===== src/design/miss_handler_pkg.sv =====
`default_nettype none

package miss_handler_pkg;

    // Cache geometry
    localparam int unsigned N_BANKS     = 2;
    localparam int unsigned BANK_ID_W   = 1;
    localparam int unsigned NLINE_W     = 27;
    localparam int unsigned CL_OFFSET_W = 5;
    localparam int unsigned ADDR_W      = 32;
    localparam int unsigned MSHR_ID_W   = 3;
    localparam int unsigned MEM_ID_W    = BANK_ID_W + MSHR_ID_W;

    // Refill data path
    localparam int unsigned MEM_DATA_W        = 64;
    localparam int unsigned REFILL_DATA_W     = 128;
    localparam int unsigned WORD_IDX_W        = 2;
    localparam int unsigned ACCESS_WORDS      = 2;
    localparam int unsigned REFILL_LAST_WORD  = 2;
    localparam int unsigned REFILL_FIFO_DEPTH = 2;
    localparam int unsigned DATA_FIFO_DEPTH   = 4;

    // Send FSM states
    localparam logic MISS_IDLE = 1'b0;
    localparam logic MISS_SEND = 1'b1;

    // Refill FSM states
    localparam logic REFILL_IDLE  = 1'b0;
    localparam logic REFILL_WRITE = 1'b1;

    typedef struct packed {
        logic [BANK_ID_W-1:0] bank;
        logic [MSHR_ID_W-1:0] mshr_id;
    } mem_id_fields_t;

    // Memory transaction ID as a raw tag or as bank plus MSHR entry
    typedef union packed {
        logic [MEM_ID_W-1:0] raw;
        mem_id_fields_t      f;
    } mem_id_u;

endpackage

`default_nettype wire


===== src/design/miss_fifo.sv =====
`timescale 1ns/1ps
`default_nettype none

module miss_fifo #(
    parameter int unsigned WIDTH       = 8,
    parameter int unsigned DEPTH       = 2,
    parameter bit          FEEDTHROUGH = 1'b0
) (
    input  logic             clk_i,
    input  logic             rst_ni,
    input  logic             w_i,
    input  logic [WIDTH-1:0] wdata_i,
    output logic             wok_o,
    input  logic             r_i,
    output logic             rok_o,
    output logic [WIDTH-1:0] rdata_o
);

    logic [WIDTH-1:0]         mem_q [DEPTH];
    logic [$clog2(DEPTH)-1:0] wptr_q, rptr_q, wptr_inc, rptr_inc;
    logic                     full_q, empty, bypass, store, fetch;

    assign wptr_inc = (wptr_q == DEPTH - 1) ? '0 : wptr_q + 1'b1;
    assign rptr_inc = (rptr_q == DEPTH - 1) ? '0 : rptr_q + 1'b1;

    assign empty   = (wptr_q == rptr_q) && !full_q;
    assign bypass  = FEEDTHROUGH && empty;
    assign wok_o   = !full_q;
    assign rok_o   = !empty || (bypass && w_i);
    assign rdata_o = bypass ? wdata_i : mem_q[rptr_q];

    // A write into an empty feedthrough FIFO that is read at once never gets stored
    assign store = w_i && !full_q && !(bypass && r_i);
    assign fetch = r_i && !empty;

    always_ff @(posedge clk_i or negedge rst_ni) begin
        if (!rst_ni) begin
            wptr_q <= '0;
            rptr_q <= '0;
            full_q <= 1'b0;
        end else begin
            if (store) begin
                wptr_q <= wptr_inc;
            end
            if (fetch) begin
                rptr_q <= rptr_inc;
            end
            if (store && !fetch) begin
                full_q <= (wptr_inc == rptr_q);
            end else if (fetch && !store) begin
                full_q <= 1'b0;
            end
        end
    end

    always_ff @(posedge clk_i) begin
        if (store) begin
            mem_q[wptr_q] <= wdata_i;
        end
    end

endmodule

`default_nettype wire


===== src/design/miss_req_path.sv =====
`timescale 1ns/1ps
`default_nettype none

module miss_req_path
    import miss_handler_pkg::*;
(
    input  logic                                clk_i,
    input  logic                                rst_ni,
    input  logic [N_BANKS-1:0]                  miss_req_valid_i,
    input  logic [N_BANKS-1:0][NLINE_W-1:0]     miss_req_nline_i,
    input  logic [N_BANKS-1:0][MSHR_ID_W-1:0]   miss_req_mshr_id_i,
    output logic [N_BANKS-1:0]                  miss_req_ready_o,
    input  logic                                mem_req_ready_i,
    output logic                                mem_req_valid_o,
    output logic [ADDR_W-1:0]                   mem_req_addr_o,
    output logic [MEM_ID_W-1:0]                 mem_req_id_o
);

    logic [N_BANKS-1:0]                           buf_rok, buf_r;
    logic [N_BANKS-1:0][NLINE_W+MSHR_ID_W-1:0]    buf_rdata;
    logic [BANK_ID_W-1:0]                         gnt_bank;
    logic                                         gnt_any;
    logic                                         state_q;
    logic [NLINE_W-1:0]                           nline_q;
    mem_id_u                                      id_q, id_d;

    for (genvar b = 0; b < N_BANKS; b++) begin : gen_req_buf
        miss_fifo #(
            .WIDTH       (NLINE_W + MSHR_ID_W),
            .DEPTH       (2),
            .FEEDTHROUGH (1'b1)
        ) i_req_buf (
            .clk_i   (clk_i),
            .rst_ni  (rst_ni),
            .w_i     (miss_req_valid_i[b]),
            .wdata_i ({miss_req_nline_i[b], miss_req_mshr_id_i[b]}),
            .wok_o   (miss_req_ready_o[b]),
            .r_i     (buf_r[b]),
            .rok_o   (buf_rok[b]),
            .rdata_o (buf_rdata[b])
        );

        // Pop the granted buffer only while the send FSM can take it
        assign buf_r[b] = (state_q == MISS_IDLE) && gnt_any && (gnt_bank == BANK_ID_W'(b));
    end

    // Fixed priority where the lowest bank wins
    always_comb begin
        gnt_bank = '0;
        for (int b = N_BANKS - 1; b >= 0; b--) begin
            if (buf_rok[b]) begin
                gnt_bank = BANK_ID_W'(b);
            end
        end
    end

    assign gnt_any = |buf_rok;

    always_comb begin
        id_d.f.bank    = gnt_bank;
        id_d.f.mshr_id = buf_rdata[gnt_bank][MSHR_ID_W-1:0];
    end

    always_ff @(posedge clk_i or negedge rst_ni) begin
        if (!rst_ni) begin
            state_q <= MISS_IDLE;
        end else if (state_q == MISS_IDLE) begin
            if (gnt_any) begin
                state_q <= MISS_SEND;
            end
        end else if (mem_req_ready_i) begin
            state_q <= MISS_IDLE;
        end
    end

    // Request payload is held stable while memory back-pressures
    always_ff @(posedge clk_i) begin
        if ((state_q == MISS_IDLE) && gnt_any) begin
            nline_q <= buf_rdata[gnt_bank][NLINE_W+MSHR_ID_W-1:MSHR_ID_W];
            id_q    <= id_d;
        end
    end

    assign mem_req_valid_o = (state_q == MISS_SEND);
    assign mem_req_addr_o  = {nline_q, {CL_OFFSET_W{1'b0}}};
    assign mem_req_id_o    = id_q.raw;

endmodule

`default_nettype wire


===== src/design/refill_data_resize.sv =====
`timescale 1ns/1ps
`default_nettype none

module refill_data_resize
    import miss_handler_pkg::*;
(
    input  logic                     clk_i,
    input  logic                     rst_ni,
    input  logic                     w_i,
    input  logic [MEM_DATA_W-1:0]    wdata_i,
    input  logic                     wlast_i,
    output logic                     wok_o,
    input  logic                     r_i,
    output logic [REFILL_DATA_W-1:0] rdata_o
);

    logic [REFILL_DATA_W-1:0]                   slot_q [DATA_FIFO_DEPTH];
    // Depth is a power of two, so the pointers wrap on their own
    logic [$clog2(DATA_FIFO_DEPTH)-1:0]         wptr_q, rptr_q;
    logic [$clog2(DATA_FIFO_DEPTH+1)-1:0]       cnt_q;
    logic                                       whalf_q;
    logic                                       push_beat, chunk_done, pop;

    // The slot under construction is free as long as some slot is not full
    assign wok_o      = (cnt_q < DATA_FIFO_DEPTH);
    assign push_beat  = w_i && wok_o;
    assign chunk_done = push_beat && (whalf_q || wlast_i);
    assign pop        = r_i && (cnt_q != '0);
    assign rdata_o    = slot_q[rptr_q];

    always_ff @(posedge clk_i or negedge rst_ni) begin
        if (!rst_ni) begin
            wptr_q  <= '0;
            rptr_q  <= '0;
            cnt_q   <= '0;
            whalf_q <= 1'b0;
        end else begin
            if (push_beat) begin
                whalf_q <= !chunk_done;
            end
            if (chunk_done) begin
                wptr_q <= wptr_q + 1'b1;
            end
            if (pop) begin
                rptr_q <= rptr_q + 1'b1;
            end
            case ({chunk_done, pop})
                2'b10:   cnt_q <= cnt_q + 1'b1;
                2'b01:   cnt_q <= cnt_q - 1'b1;
                default: cnt_q <= cnt_q;
            endcase
        end
    end

    // First beat of a chunk lands in the lower half
    always_ff @(posedge clk_i) begin
        if (push_beat) begin
            if (whalf_q) begin
                slot_q[wptr_q][REFILL_DATA_W-1:MEM_DATA_W] <= wdata_i;
            end else begin
                slot_q[wptr_q][MEM_DATA_W-1:0] <= wdata_i;
            end
        end
    end

endmodule

`default_nettype wire


===== src/design/refill_ctrl.sv =====
`timescale 1ns/1ps
`default_nettype none

module refill_ctrl
    import miss_handler_pkg::*;
(
    input  logic                               clk_i,
    input  logic                               rst_ni,
    input  logic                               mem_resp_valid_i,
    input  logic                               mem_resp_last_i,
    input  logic                               mem_resp_error_i,
    input  logic [MEM_ID_W-1:0]                mem_resp_id_i,
    output logic                               mem_resp_ready_o,
    input  logic                               data_wok_i,
    input  logic [REFILL_DATA_W-1:0]           data_rdata_i,
    output logic                               data_w_o,
    output logic                               data_r_o,
    input  logic [N_BANKS-1:0]                 refill_req_ready_i,
    output logic [N_BANKS-1:0]                 refill_req_valid_o,
    output logic [N_BANKS-1:0]                 refill_write_data_o,
    output logic [N_BANKS-1:0]                 refill_write_dir_o,
    output logic [N_BANKS-1:0]                 refill_updt_rtab_o,
    output logic [REFILL_DATA_W-1:0]           refill_data_o,
    output logic [WORD_IDX_W-1:0]              refill_word_o,
    output logic                               refill_is_error_o,
    output logic                               refill_busy_o,
    output logic [N_BANKS-1:0]                 mshr_ack_o,
    output logic [N_BANKS-1:0]                 mshr_ack_cs_o,
    output logic [N_BANKS-1:0][MSHR_ID_W-1:0]  mshr_ack_id_o
);

    logic                  meta_w, meta_wok, meta_r, meta_rok;
    logic [MEM_ID_W:0]     meta_rdata;
    mem_id_u               meta_id;
    logic [BANK_ID_W-1:0]  bank;
    logic                  state_q, state_d;
    logic [WORD_IDX_W-1:0] cnt_q, cnt_d;

    // Every beat goes to the data FIFO, the metadata only with the last one
    assign data_w_o = mem_resp_valid_i && (meta_wok || !mem_resp_last_i);
    assign meta_w   = mem_resp_valid_i && mem_resp_last_i && data_wok_i;

    assign mem_resp_ready_o = mem_resp_valid_i && (meta_wok || !mem_resp_last_i) && data_wok_i;

    miss_fifo #(
        .WIDTH       (MEM_ID_W + 1),
        .DEPTH       (REFILL_FIFO_DEPTH),
        .FEEDTHROUGH (1'b0)
    ) i_meta_fifo (
        .clk_i   (clk_i),
        .rst_ni  (rst_ni),
        .w_i     (meta_w),
        .wdata_i ({mem_resp_error_i, mem_resp_id_i}),
        .wok_o   (meta_wok),
        .r_i     (meta_r),
        .rok_o   (meta_rok),
        .rdata_o (meta_rdata)
    );

    assign meta_id.raw = meta_rdata[MEM_ID_W-1:0];
    assign bank        = meta_id.f.bank;

    always_comb begin
        state_d             = state_q;
        cnt_d               = cnt_q;
        meta_r              = 1'b0;
        data_r_o            = 1'b0;
        refill_req_valid_o  = '0;
        refill_write_data_o = '0;
        refill_write_dir_o  = '0;
        refill_updt_rtab_o  = '0;
        mshr_ack_o          = '0;
        mshr_ack_cs_o       = '0;
        mshr_ack_id_o       = '0;

        if (state_q == REFILL_IDLE) begin
            if (meta_rok) begin
                refill_req_valid_o[bank] = 1'b1;
                // MSHR select goes up early, before the grant is known
                mshr_ack_cs_o[bank] = 1'b1;
                if (refill_req_ready_i[bank]) begin
                    mshr_ack_o[bank]    = 1'b1;
                    mshr_ack_id_o[bank] = meta_id.f.mshr_id;
                    cnt_d               = '0;
                    state_d             = REFILL_WRITE;
                end
            end
        end else begin
            // An error response still walks through the line, without data writes
            refill_write_data_o[bank] = !refill_is_error_o;
            data_r_o                  = 1'b1;
            cnt_d                     = cnt_q + WORD_IDX_W'(ACCESS_WORDS);
            if (cnt_q == WORD_IDX_W'(REFILL_LAST_WORD)) begin
                refill_write_dir_o[bank] = 1'b1;
                refill_updt_rtab_o[bank] = 1'b1;
                meta_r                   = 1'b1;
                state_d                  = REFILL_IDLE;
            end
        end
    end

    always_ff @(posedge clk_i or negedge rst_ni) begin
        if (!rst_ni) begin
            state_q <= REFILL_IDLE;
            cnt_q   <= '0;
        end else begin
            state_q <= state_d;
            cnt_q   <= cnt_d;
        end
    end

    assign refill_is_error_o = meta_rdata[MEM_ID_W];
    assign refill_busy_o     = (state_q == REFILL_WRITE);
    assign refill_word_o     = cnt_q;
    assign refill_data_o     = data_rdata_i;

endmodule

`default_nettype wire


===== src/design/miss_handler.sv =====
`timescale 1ns/1ps
`default_nettype none

module miss_handler
    import miss_handler_pkg::*;
(
    input  logic                               clk_i,
    input  logic                               rst_ni,
    // Miss requests from the banks
    input  logic [N_BANKS-1:0]                 miss_req_valid_i,
    input  logic [N_BANKS-1:0][NLINE_W-1:0]    miss_req_nline_i,
    input  logic [N_BANKS-1:0][MSHR_ID_W-1:0]  miss_req_mshr_id_i,
    output logic [N_BANKS-1:0]                 miss_req_ready_o,
    // Memory read requests
    output logic                               mem_req_valid_o,
    output logic [ADDR_W-1:0]                  mem_req_addr_o,
    output logic [MEM_ID_W-1:0]                mem_req_id_o,
    input  logic                               mem_req_ready_i,
    // Memory responses
    input  logic                               mem_resp_valid_i,
    input  logic [MEM_DATA_W-1:0]              mem_resp_data_i,
    input  logic                               mem_resp_last_i,
    input  logic                               mem_resp_error_i,
    input  logic [MEM_ID_W-1:0]                mem_resp_id_i,
    output logic                               mem_resp_ready_o,
    // Refill towards the banks
    output logic [N_BANKS-1:0]                 refill_req_valid_o,
    input  logic [N_BANKS-1:0]                 refill_req_ready_i,
    output logic [N_BANKS-1:0]                 refill_write_data_o,
    output logic [N_BANKS-1:0]                 refill_write_dir_o,
    output logic [N_BANKS-1:0]                 refill_updt_rtab_o,
    output logic [REFILL_DATA_W-1:0]           refill_data_o,
    output logic [WORD_IDX_W-1:0]              refill_word_o,
    output logic                               refill_is_error_o,
    output logic                               refill_busy_o,
    // MSHR acknowledgment
    output logic [N_BANKS-1:0]                 mshr_ack_o,
    output logic [N_BANKS-1:0]                 mshr_ack_cs_o,
    output logic [N_BANKS-1:0][MSHR_ID_W-1:0]  mshr_ack_id_o
);

    logic                     data_w, data_wok, data_r;
    logic [REFILL_DATA_W-1:0] data_rdata;

    miss_req_path i_req_path (
        .clk_i              (clk_i),
        .rst_ni             (rst_ni),
        .miss_req_valid_i   (miss_req_valid_i),
        .miss_req_nline_i   (miss_req_nline_i),
        .miss_req_mshr_id_i (miss_req_mshr_id_i),
        .miss_req_ready_o   (miss_req_ready_o),
        .mem_req_ready_i    (mem_req_ready_i),
        .mem_req_valid_o    (mem_req_valid_o),
        .mem_req_addr_o     (mem_req_addr_o),
        .mem_req_id_o       (mem_req_id_o)
    );

    refill_data_resize i_data_fifo (
        .clk_i   (clk_i),
        .rst_ni  (rst_ni),
        .w_i     (data_w),
        .wdata_i (mem_resp_data_i),
        .wlast_i (mem_resp_last_i),
        .wok_o   (data_wok),
        .r_i     (data_r),
        .rdata_o (data_rdata)
    );

    refill_ctrl i_refill_ctrl (
        .clk_i               (clk_i),
        .rst_ni              (rst_ni),
        .mem_resp_valid_i    (mem_resp_valid_i),
        .mem_resp_last_i     (mem_resp_last_i),
        .mem_resp_error_i    (mem_resp_error_i),
        .mem_resp_id_i       (mem_resp_id_i),
        .mem_resp_ready_o    (mem_resp_ready_o),
        .data_wok_i          (data_wok),
        .data_rdata_i        (data_rdata),
        .data_w_o            (data_w),
        .data_r_o            (data_r),
        .refill_req_ready_i  (refill_req_ready_i),
        .refill_req_valid_o  (refill_req_valid_o),
        .refill_write_data_o (refill_write_data_o),
        .refill_write_dir_o  (refill_write_dir_o),
        .refill_updt_rtab_o  (refill_updt_rtab_o),
        .refill_data_o       (refill_data_o),
        .refill_word_o       (refill_word_o),
        .refill_is_error_o   (refill_is_error_o),
        .refill_busy_o       (refill_busy_o),
        .mshr_ack_o          (mshr_ack_o),
        .mshr_ack_cs_o       (mshr_ack_cs_o),
        .mshr_ack_id_o       (mshr_ack_id_o)
    );

endmodule

`default_nettype wire


===== config.mk =====
export PLATFORM = sky130hd
export DESIGN_NAME = miss_handler
export DESIGN_NICKNAME = d
export VERILOG_FILES = /design/src/design/miss_handler_pkg.sv /design/src/design/miss_fifo.sv /design/src/design/miss_req_path.sv /design/src/design/refill_data_resize.sv /design/src/design/refill_ctrl.sv /design/src/design/miss_handler.sv
export SDC_FILE = /design/constraint.sdc
export NUM_CORES = 1
export LEC_CHECK = 0
export BUFFER_PORTS_ARGS = -buffer_cell sky130_fd_sc_hd__buf_2
export CAP_MARGIN = 10
export CELL_PAD_IN_SITES_DETAIL_PLACEMENT = 2
export CELL_PAD_IN_SITES_GLOBAL_PLACEMENT = 2
export CORE_ASPECT_RATIO = 1.2
export CORE_MARGIN = 2
export CORE_UTILIZATION = 25
export DETAILED_ROUTE_END_ITERATION = 8
export HOLD_SLACK_MARGIN = 0.05
export PLACE_DENSITY_LB_ADDON = 0.1
export SYNTH_ARGS = -nofsm -noshare
export SYNTH_HDL_FRONTEND = slang
export SYNTH_SLANG_ARGS = --single-unit
export TNS_END_PERCENT = 1

===== constraint.sdc =====
create_clock -name clk_i -period 4.8 [get_ports clk_i]
set_input_delay 0 -clock clk_i [delete_from_list [all_inputs] [get_ports clk_i]]
set_output_delay 0 -clock clk_i [all_outputs]
set_load 0.005 [all_outputs]

==> results.txt, run 1 <==
period utilization = 0.6252
most frequent cell after synthesis = edfxtp_1
Worst R2R End = i_data_fifo.slot_q[2][14]
largest net degree at the start of global routing = 92
Req. time, crit path = 4800 ps
Critical Path Sink = refill_data_o[83]
Global Route Usage Sum = 0.1376
die area = 110,100 sq um
Slew Viols, Final = 0
Cell Area, Synth = 26,850 sq um
# diodes = 0
Clk pin slew, worst setup/hold paths = 70 ps
IO Pins = 328
detailed-route via count = 14,338
Synth cell types = 51
post-DP HPWL = 46.44 mm
# rows = 131
Hold Crit Depth = 2
Rel. slew slack = 0.2883
Buffers on Ports = 321
critical path fanouts, max = 33
first-pass GRT wire length = 111.2 mm
Layout area overhead = 26.67%
vias per inst = 4.413
EDFF count, synth = 673
multi-input gate area in the final layout = 5693 sq um
Final setup viols = 0
final setup skew = 29.24 ps
pwr/cell area = 595.6 nW/um^2
GPL Wtd Cong = 0.6744
post-synthesis register bit count = 693
status = complete, no violations
Worst Hold Class = in2reg
CTS tree = built
max-cap violation count = 0
Iter 0 DRT Violations = 599
register area share after synthesis = 0.7713
Synth async-reset ratio = 0.02886
final WL = 75.42 mm
Net count, final = 1,939
WS Path Type = reg2out
cts bufs inserted = 79
syn_area_per_cell = 20.66 sq um
final instance area = 34,010 sq um
CTS Sinks = 693
worst endpoint data arrival time = 3000 ps
Worst R2R Path Depth = 4
vias in the first global route = 16,424
root buf cell = clkbuf_16
Starting Density = 0.2524
Worst setup SP type = flip-flop
Routed wire per std cell = 23.21 um
synth top area cells = edfxtp_1 (75%), mux4_2 (11%), dfrtp_1 (1.9%), mux2i_1 (1.3%), a32o_1 (1.1%)
chip height = 363.0 um
setup_tns = 0 ps
Reg-to-Reg Start = i_data_fifo.cnt_q[2]
layout cells sized above 1 = 0.3362
core area = 106,400 sq um
Yosys top cell area share = 0.7526
Mapped Cells = 1,300
YS warnings = 0
Post-synth top flop = edfxtp_1
top post-synthesis cells by count = edfxtp_1 (673), mux4_2 (128), nor2_1 (79), mux2i_1 (36)
drt drc = 0
leading area contributor after synthesis = edfxtp_1
fill cell count = 10,686
total gr overflow = 0
RSZ-0062 raised after global routing = false
Setup Buffers After CTS = 0
DR pass1 iterations = 6
htree depth = 3
peak supply drop = 245.0 uV
initial antenna violation count = 6
Leak = 11.48 nW
Setup crit start = i_data_fifo.rptr_q[0]
remaining antenna violation count = 0
FF+latch area = 20,720 sq um
maximum clock frequency = 333.2 MHz
CP Capture Type = primary output
die width = 303.2 um
flop-to-flop setup slack = 1960 ps
final hold vios = 0
Tmin final = 3001 ps
clock tree buffer depth = 3
Worst Max-Slew Pin Slew = 1068 ps
DP Area = 30,080 sq um
worst skew pair latency = 630 ps
## layout make-up
type,instances,area share
Tap cell,1396,0.05135
Clock inverter,44,0.01155
Timing Repair Buffer,492,0.09682
Inverter,14,0.001545
Clock buffer,98,0.06210
Sequential cell,693,0.6093
Multi-Input combinational cell,512,0.1674
## routing by layer
metal	part of all wire	global-route usage
met4	0.017	0.03574
met5	0.00042	0
met3	0.058	0.03161
met2	0.53	0.2516
met1	0.40	0.1607
## where the power goes
part           total, mW  internal [mW]  switching [mW]  leakage (nW)
Combinational       6.22           2.67            3.55          3.90
Clock               5.89           3.40            2.49          1.23
Sequential          8.14           7.71           0.433          6.36
Total               20.3           13.8            6.47          11.5
## cells in the final DEF, fill, tap and decap left out, types with 7 or more instances in the layout
| cell type | netlist | layout |
|---|---|---|
| edfxtp_1 | 673 | 673 |
| buf_2 | 30 | 321 |
| dlygate4sd3_1 | 0 | 141 |
| mux4_2 | 128 | 128 |
| clkbuf_16 | 0 | 82 |
| nor2_1 | 79 | 76 |
| mux2i_1 | 36 | 36 |
| o21ai_0 | 31 | 31 |
| or3_1 | 31 | 31 |
| nand2b_1 | 30 | 30 |
| o2bb2ai_1 | 30 | 30 |
| a32o_1 | 30 | 30 |
| buf_4 | 12 | 26 |
| a221oi_1 | 25 | 25 |
| clkinv_1 | 0 | 17 |
| clkinv_2 | 0 | 16 |
| clkbuf_1 | 23 | 16 |
| inv_1 | 14 | 14 |
| dfrtp_1 | 20 | 14 |
| nand2_1 | 11 | 11 |
| and3_4 | 0 | 8 |
| ha_1 | 8 | 8 |
| xnor2_1 | 7 | 7 |
## worst min-delay path by stage
stage | start | end | slack, ps
finish | miss_req_mshr_id_i[5] | i_req_path.gen_req_buf[1].i_req_buf.mem_q[1][2] | 120
detailed placement | rst_ni | i_refill_ctrl.refill_word_o[1] | 40
CTS | miss_req_mshr_id_i[5] | i_req_path.gen_req_buf[1].i_req_buf.mem_q[1][2] | 60
floorplan | rst_ni | i_data_fifo.cnt_q[0] | -300
global route | miss_req_nline_i[36] | i_req_path.gen_req_buf[1].i_req_buf.mem_q[1][12] | 100
global placement | rst_ni | i_refill_ctrl.refill_word_o[1] | 30
## per-stage QoR
step | worst slack, ps | hold WS, ps | total power, mW | utilization | std cells
after global routing | 1510 | 101.3 | 21.54 | 0.3197 | 3249
after CTS | 1604 | 59.03 | 20.90 | 0.3197 | 3249
final | 1799 | 119.2 | 20.26 | 0.3197 | 3249
after global placement | 1907 | 27.98 | 14.60 | 0.2827 | 2965
after floorplan | 1193 | -295.6 | 11.95 | - | 1305
after detailed placement | 1847 | 39.89 | 14.73 | 0.2827 | 2965
## registers in the layout, summed over array words and instances (netlist names)
name and flops:
i_data_fifo.cnt_q 3, i_data_fifo.rptr_q 2, i_data_fifo.slot_q 512, i_data_fifo.whalf_q 1
i_data_fifo.wptr_q 2, i_refill_ctrl.i_meta_fifo.full_q 1, i_refill_ctrl.i_meta_fifo.mem_q 10, i_refill_ctrl.i_meta_fifo.rptr_q 1
i_refill_ctrl.i_meta_fifo.wptr_q 1, i_refill_ctrl.refill_busy_o 1, i_refill_ctrl.refill_word_o 1, i_req_path.gen_req_buf.i_req_buf.full_q 2
i_req_path.gen_req_buf.i_req_buf.mem_q 120, i_req_path.gen_req_buf.i_req_buf.rptr_q 2, i_req_path.gen_req_buf.i_req_buf.wptr_q 2, i_req_path.mem_req_id_o 4
i_req_path.mem_req_valid_o 1, i_req_path.nline_q 27
## kinds of logic after synthesis
kind of cell / count (synthesis) / synth area share
flip-flops: 693 / 0.7713
other: 1 / 0.0001397
adder cells (fa/ha/maj): 9 / 0.004473
XOR/XNOR: 14 / 0.005545
multiplexers: 167 / 0.1220
AO/OA/AOI/OAI: 140 / 0.04250
buffers and inverters: 100 / 0.02069
AND/OR/NAND/NOR: 176 / 0.03336
## worst max-delay path, stage by stage (launching register included)
cell	delay, ps
dfrtp_4	820
buf_4	690
mux4_2	640
buf_2	160
## repair_timing
item,4_1_cts,5_1_grt
hold endpoints to repair,704,0
hold buffers,142,0
gates resized for setup,0,0
Note: power is estimated with default switching activity, not from simulation.
==> run 2, diff against run 1 <==
Settings changed: ABC_AREA set to 1.
Clock period 4.8 ns to 2.9 ns, I/O delays scaled along.
==> results.txt, run 2 <==
Routed wire per std cell = 22.80 um
Iter 0 DRT Violations = 714
Post-synth top flop = edfxtp_1
die width = 301.5 um
final hold vios = 0
Leak = 11.84 nW
Critical Path Sink = refill_data_o[72]
EDFF count, synth = 673
fill cell count = 11,079
initial antenna violation count = 13
CTS Sinks = 693
post-synthesis register bit count = 693
period utilization = 0.9187
Worst Hold Class = in2reg
Rel. slew slack = 0.5568
post-synthesis compound-gate area fraction = 0.1044
Post-Place Cells = 3,555
syn_area_per_cell = 13.80 sq um
layout cells sized above 1 = 0.2039
first-pass GRT wire length = 130.2 mm
Cell Area, Synth = 26,550 sq um
critical path fanouts, max = 70
root buf cell = clkbuf_16
Biggest register = i_data_fifo.slot_q
Adder-Cell Fraction of Synth Area = 0.004525
Worst setup SP type = flip-flop
met3 GRT Util = 0.04474
IO Pins = 328
Synth cell types = 32
Setup crit start = i_data_fifo.rptr_q[0]
Synth async-reset ratio = 0.02886
Worst R2R Path Depth = 11
Post-Synth Simple-Gate Area = 0.07942
xor/xnor share of the synthesized area = 0.002639
max-cap violation count = 0
GPL Wtd Cong = 0.7160
most common cell after layout, fill and taps aside = edfxtp_1
worst skew pair latency = 640 ps
final WL = 87.79 mm
Req. time, crit path = 2900 ps
die area = 108,800 sq um
drt drc = 0
vias per inst = 4.580
clock tree buffer depth = 3
multiplexer share of the synthesized area = 0.001131
pwr/cell area = 1043 nW/um^2
CP max stage cell = dfrtp_4
most frequent cells in the layout = edfxtp_1 (673), nor2_1 (399), o21ai_0 (350)
detailed-route via count = 17,637
Tmin final = 2664 ps
Worst R2R End = i_data_fifo.cnt_q[2]
YS warnings = 0
top flop regs = i_data_fifo.slot_q: 512 flops, i_req_path.gen_req_buf.i_req_buf.mem_q: 120 flops, i_req_path.nline_q: 27 flops
CTS tree = built
setup_tns = 0 ps
htree depth = 3
DR pass1 iterations = 4
WS Path Type = reg2out
synth top area cells = edfxtp_1 (76%), o21ai_0 (6.6%), nor2_1 (5.8%), o22ai_1 (3.1%), dfrtp_1 (1.9%)
Fin Hold WS = 105.7 ps
peak supply drop = 492.7 uV
Final setup viols = 0
CP bufs+invs = 3
top post-synthesis cells by count = edfxtp_1 (673), nor2_1 (408), o21ai_0 (350), o22ai_1 (131), clkbuf_1 (78)
Layout area overhead = 28.26%
Net count, final = 2,546
Slew Viols, Final = 0
# rows = 130
CP Capture Type = primary output
register area share after synthesis = 0.7801
global route hottest layer = met2
Yosys top cell area share = 0.7613
chip height = 361.0 um
critical path's top delay family = buffers and inverters
Finished Layout Cells = 3,851
largest net degree at the start of global routing = 129
startpoint of the worst hold path = miss_req_nline_i[42]
RSZ-0062 raised after global routing = false
vias in the first global route = 19,664
CP peak stage delay = 670 ps
cts bufs inserted = 81
maximum clock frequency = 375.3 MHz
FF+latch area = 20,720 sq um
total gr overflow = 0
Buffers on Ports = 321
Global Route Usage Sum = 0.1604
core area = 105,100 sq um
multi-input gate area in the final layout = 5199 sq um
Worst Max-Slew Pin Slew = 664.9 ps
grt met2 use = 0.2766
Pwr Total = 35.50 mW
status = complete, no violations
worst endpoint data arrival time = 2660 ps
final setup skew = 22.62 ps
Starting Density = 0.2526
post-DP HPWL = 54.28 mm
Worst path depth = 5
M1 GR Usage = 0.1959
most frequent cell after synthesis = edfxtp_1
CP cell instances = buf_12 -> buf_4 -> o21ai_0 -> o22ai_1 -> buf_2
leading area contributor after synthesis = edfxtp_1
largest family of logic cells by synthesized area = compound AO/OA/AOI/OAI gates
Clk pin slew, worst setup/hold paths = 60 ps
Mapped Cells = 1,923
flop-to-flop setup slack = 650 ps
remaining antenna violation count = 0
Reg-to-Reg Start = i_data_fifo.cnt_q[2]
Largest register FFs = 512
## run 2: worst min path at each step
stage	cells after the start	slack, ps	endpoint
floorplan	0	-300	i_data_fifo.cnt_q[0]
global placement	1	40	i_req_path.mem_req_valid_o
detailed placement	1	80	i_req_path.mem_req_valid_o
CTS	2	50	i_req_path.gen_req_buf[0].i_req_buf.mem_q[0][16]
global route	2	80	i_req_path.gen_req_buf[1].i_req_buf.mem_q[0][14]
finish	2	110	i_req_path.gen_req_buf[1].i_req_buf.mem_q[0][18]
## run 2: kinds of logic (layout without fill, tap and decap cells)
kind of cell               after synthesis  after routing
xor gates and xnor gates                 8              8
buffers and inverters                  169            703
muxes                                    3              3
and+or+nand+nor                        521            521
DFF                                    693            693
adders and majority gates                9              9
other                                    1              9
AOI/OAI and AO/OA                      519            519
## run 2: metal layers
| metal | routed length, um | part of all wire |
|---|---|---|
| met5 | 97 | 0.0011 |
| met4 | 1713 | 0.020 |
| met3 | 5356 | 0.061 |
| met2 | 43650 | 0.50 |
| met1 | 36980 | 0.42 |
## run 2: area by class of cell
| cell class | count | area share |
|---|---|---|
| clock buffer | 108 | 0.06435 |
| timing repair buffer | 516 | 0.1073 |
| multi-input combinational | 1066 | 0.1527 |
| tap | 1386 | 0.05093 |
| inverter | 41 | 0.004888 |
| sequential | 693 | 0.6085 |
| antenna | 3 | 0.0002205 |
| clock inverter | 38 | 0.01113 |
## run 2: stage by stage
stage               setup slack (ps)  cell area, sq um    util
floorplan                     -222.3             26590       -
detailed placement             655.1             29970  0.2852
CTS                            94.54             34040  0.3240
finish                         235.7             34050  0.3240
global placement               664.6             29970  0.2852
global route                   46.52             34050  0.3240
## run 2: where the power goes
| part | internal, mW | leakage (nW) | switching (mW) |
|---|---|---|---|
| logic | 3.84 | 4.22 | 8.31 |
| clock network | 5.85 | 1.24 | 4.14 |
| registers | 12.8 | 6.37 | 0.534 |
## run 2: timing repair
item,CTS,global route
gates resized for setup,1,0
endpoints found under the hold margin,714,0
setup endpoints to repair,2,0
hold buffers,146,0
setup buffers,1,0
==> run 3, diff against run 2 <==
Settings changed: PLACE_DENSITY set to 0.6, PLACE_DENSITY_LB_ADDON 0.1 to unset.
==> results.txt, run 3 (synthesized netlist as in run 2, its figures left out) <==
startpoint of the worst hold path = mem_resp_id_i[3]
most frequent cells in the layout = edfxtp_1 (673), nor2_1 (399), o21ai_0 (350)
die area = 108,800 sq um
critical path's top delay family = flip-flops
vias in the first global route = 19,893
clock tree buffer depth = 3
GPL Wtd Cong = 0.7240
IO Pins = 328
WS Path Type = reg2out
Worst R2R End = i_data_fifo.slot_q[0][30]
Buffers on Ports = 321
Worst Hold Class = in2reg
Biggest register = i_data_fifo.slot_q
CTS tree = built
vias per inst = 4.608
max-cap violation count = 0
pwr/cell area = 1035 nW/um^2
Post-CTS Resized = 0
status = complete, no violations
die width = 301.5 um
final hold vios = 0
Slew Viols, Final = 0
remaining antenna violation count = 0
CP Capture Type = primary output
# rows = 130
most common cell after layout, fill and taps aside = edfxtp_1
final instance area = 33,980 sq um
DP Area = 30,000 sq um
worst endpoint data arrival time = 2720 ps
RSZ-0062 raised after global routing = false
Rel. slew slack = 0.5263
flop-to-flop setup slack = 520 ps
Clk pin slew, worst setup/hold paths = 60 ps
Layout area overhead = 27.98%
Pwr Total = 35.15 mW
layout cells sized above 1 = 0.2024
maximum clock frequency = 367.7 MHz
largest net degree at the start of global routing = 129
Worst Max-Slew Pin Slew = 710.5 ps
final setup skew = 18.40 ps
Post-Place Cells = 3,552
Global Route Usage Sum = 0.1511
worst skew pair latency = 620 ps
detailed-route via count = 17,694
CP max stage cell = dfrtp_4
initial antenna violation count = 12
DR pass1 iterations = 4
CP peak stage delay = 750 ps
CP cell instances = buf_12 -> o21ai_0 -> o22ai_1 -> buf_2
fin util = 0.3233
Routed wire per std cell = 21.73 um
CTS Sinks = 693
core area = 105,100 sq um
htree depth = 3
chip height = 361.0 um
Starting Density = 0.2526
critical path fanouts, max = 116
drt drc = 0
Reg-to-Reg Start = i_data_fifo.cnt_q[2]
Worst R2R Path Depth = 6
period utilization = 0.9378
Leak = 11.78 nW
Hold Crit Depth = 2
total gr overflow = 0
CP bufs+invs = 2
post-DP HPWL = 50.78 mm
Tmin final = 2720 ps
first-pass GRT wire length = 124.6 mm
Largest register FFs = 512
peak supply drop = 543.1 uV
top flop regs = i_data_fifo.slot_q: 512 flops, i_req_path.gen_req_buf.i_req_buf.mem_q: 120 flops, i_req_path.nline_q: 27 flops
Iter 0 DRT Violations = 878
cts bufs inserted = 79
Req. time, crit path = 2900 ps
root buf cell = clkbuf_16
Final setup viols = 0
final WL = 83.44 mm
Finished Layout Cells = 3,840
Critical Path Sink = refill_data_o[92]
Setup crit start = i_data_fifo.rptr_q[0]
Worst setup SP type = flip-flop
Net count, final = 2,536
Worst path depth = 4
## run 3: changes by cell type in the layout (fill, tap and decap cells not counted), sizes merged
cell | before | now
clkinv | 29 | 30
inv | 42 | 44
buf | 371 | 367
clkinvlp | 2 | 3
clkbuf | 108 | 101
dlygate4sd3 | 145 | 141
## run 3: worst min-delay path by stage
stage / end / slack [ps]
floorplan: i_data_fifo.cnt_q[0] / -300
CTS: i_refill_ctrl.i_meta_fifo.mem_q[0][1] / 60
finish: i_refill_ctrl.i_meta_fifo.mem_q[1][3] / 110
global placement: i_req_path.gen_req_buf[1].i_req_buf.full_q / 20
detailed placement: i_req_path.gen_req_buf[1].i_req_buf.rptr_q / 40
global route: i_req_path.gen_req_buf[1].i_req_buf.mem_q[1][19] / 90
## run 3: final cells by class
| class | count | area [sq um] |
|---|---|---|
| fill | 11091 | 71100 |
| sequential | 693 | 20720 |
| multi-input combinational | 1066 | 5194 |
| timing repair buffer | 508 | 3626 |
| clock buffer | 101 | 2123 |
| tap | 1386 | 1734 |
| clock inverter | 42 | 409.1 |
| inverter | 41 | 163.9 |
| antenna | 3 | 7.507 |
## run 3: per-stage QoR
stage / worst slack, ps / hold slack, ps / TNS, ps
floorplan: -222.3 / -295.6 / -113810
global placement: 562.1 / 21.34 / 0
global route: 0.04619 / 91.86 / 0
detailed placement: 446.5 / 44.84 / 0
finish: 180.5 / 113.5 / 0
CTS: 79.87 / 59.45 / 0
## run 3: power breakdown
group / internal (mW) / total [mW] / switching, mW
Clock: 5.74 / 9.87 / 4.12
Sequential: 12.8 / 13.4 / 0.598
Combinational: 3.79 / 11.9 / 8.07
## run 3: what timing repair did
action / 4_1_cts / 5_1_grt
hold endpoints to repair: 716 / 0
buffers inserted: 0 / 0
hold buffers: 142 / 0
## run 3: layer usage
| layer | vias up | GRT usage | wire length, um |
|---|---|---|---|
| li1 | 8008 | - | - |
| met5 | - | 0 | 107 |
| met4 | 16 | 0.04504 | 1971 |
| met2 | 422 | 0.2637 | 41520 |
| met3 | 130 | 0.04384 | 5880 |
| met1 | 9118 | 0.1786 | 33960 |
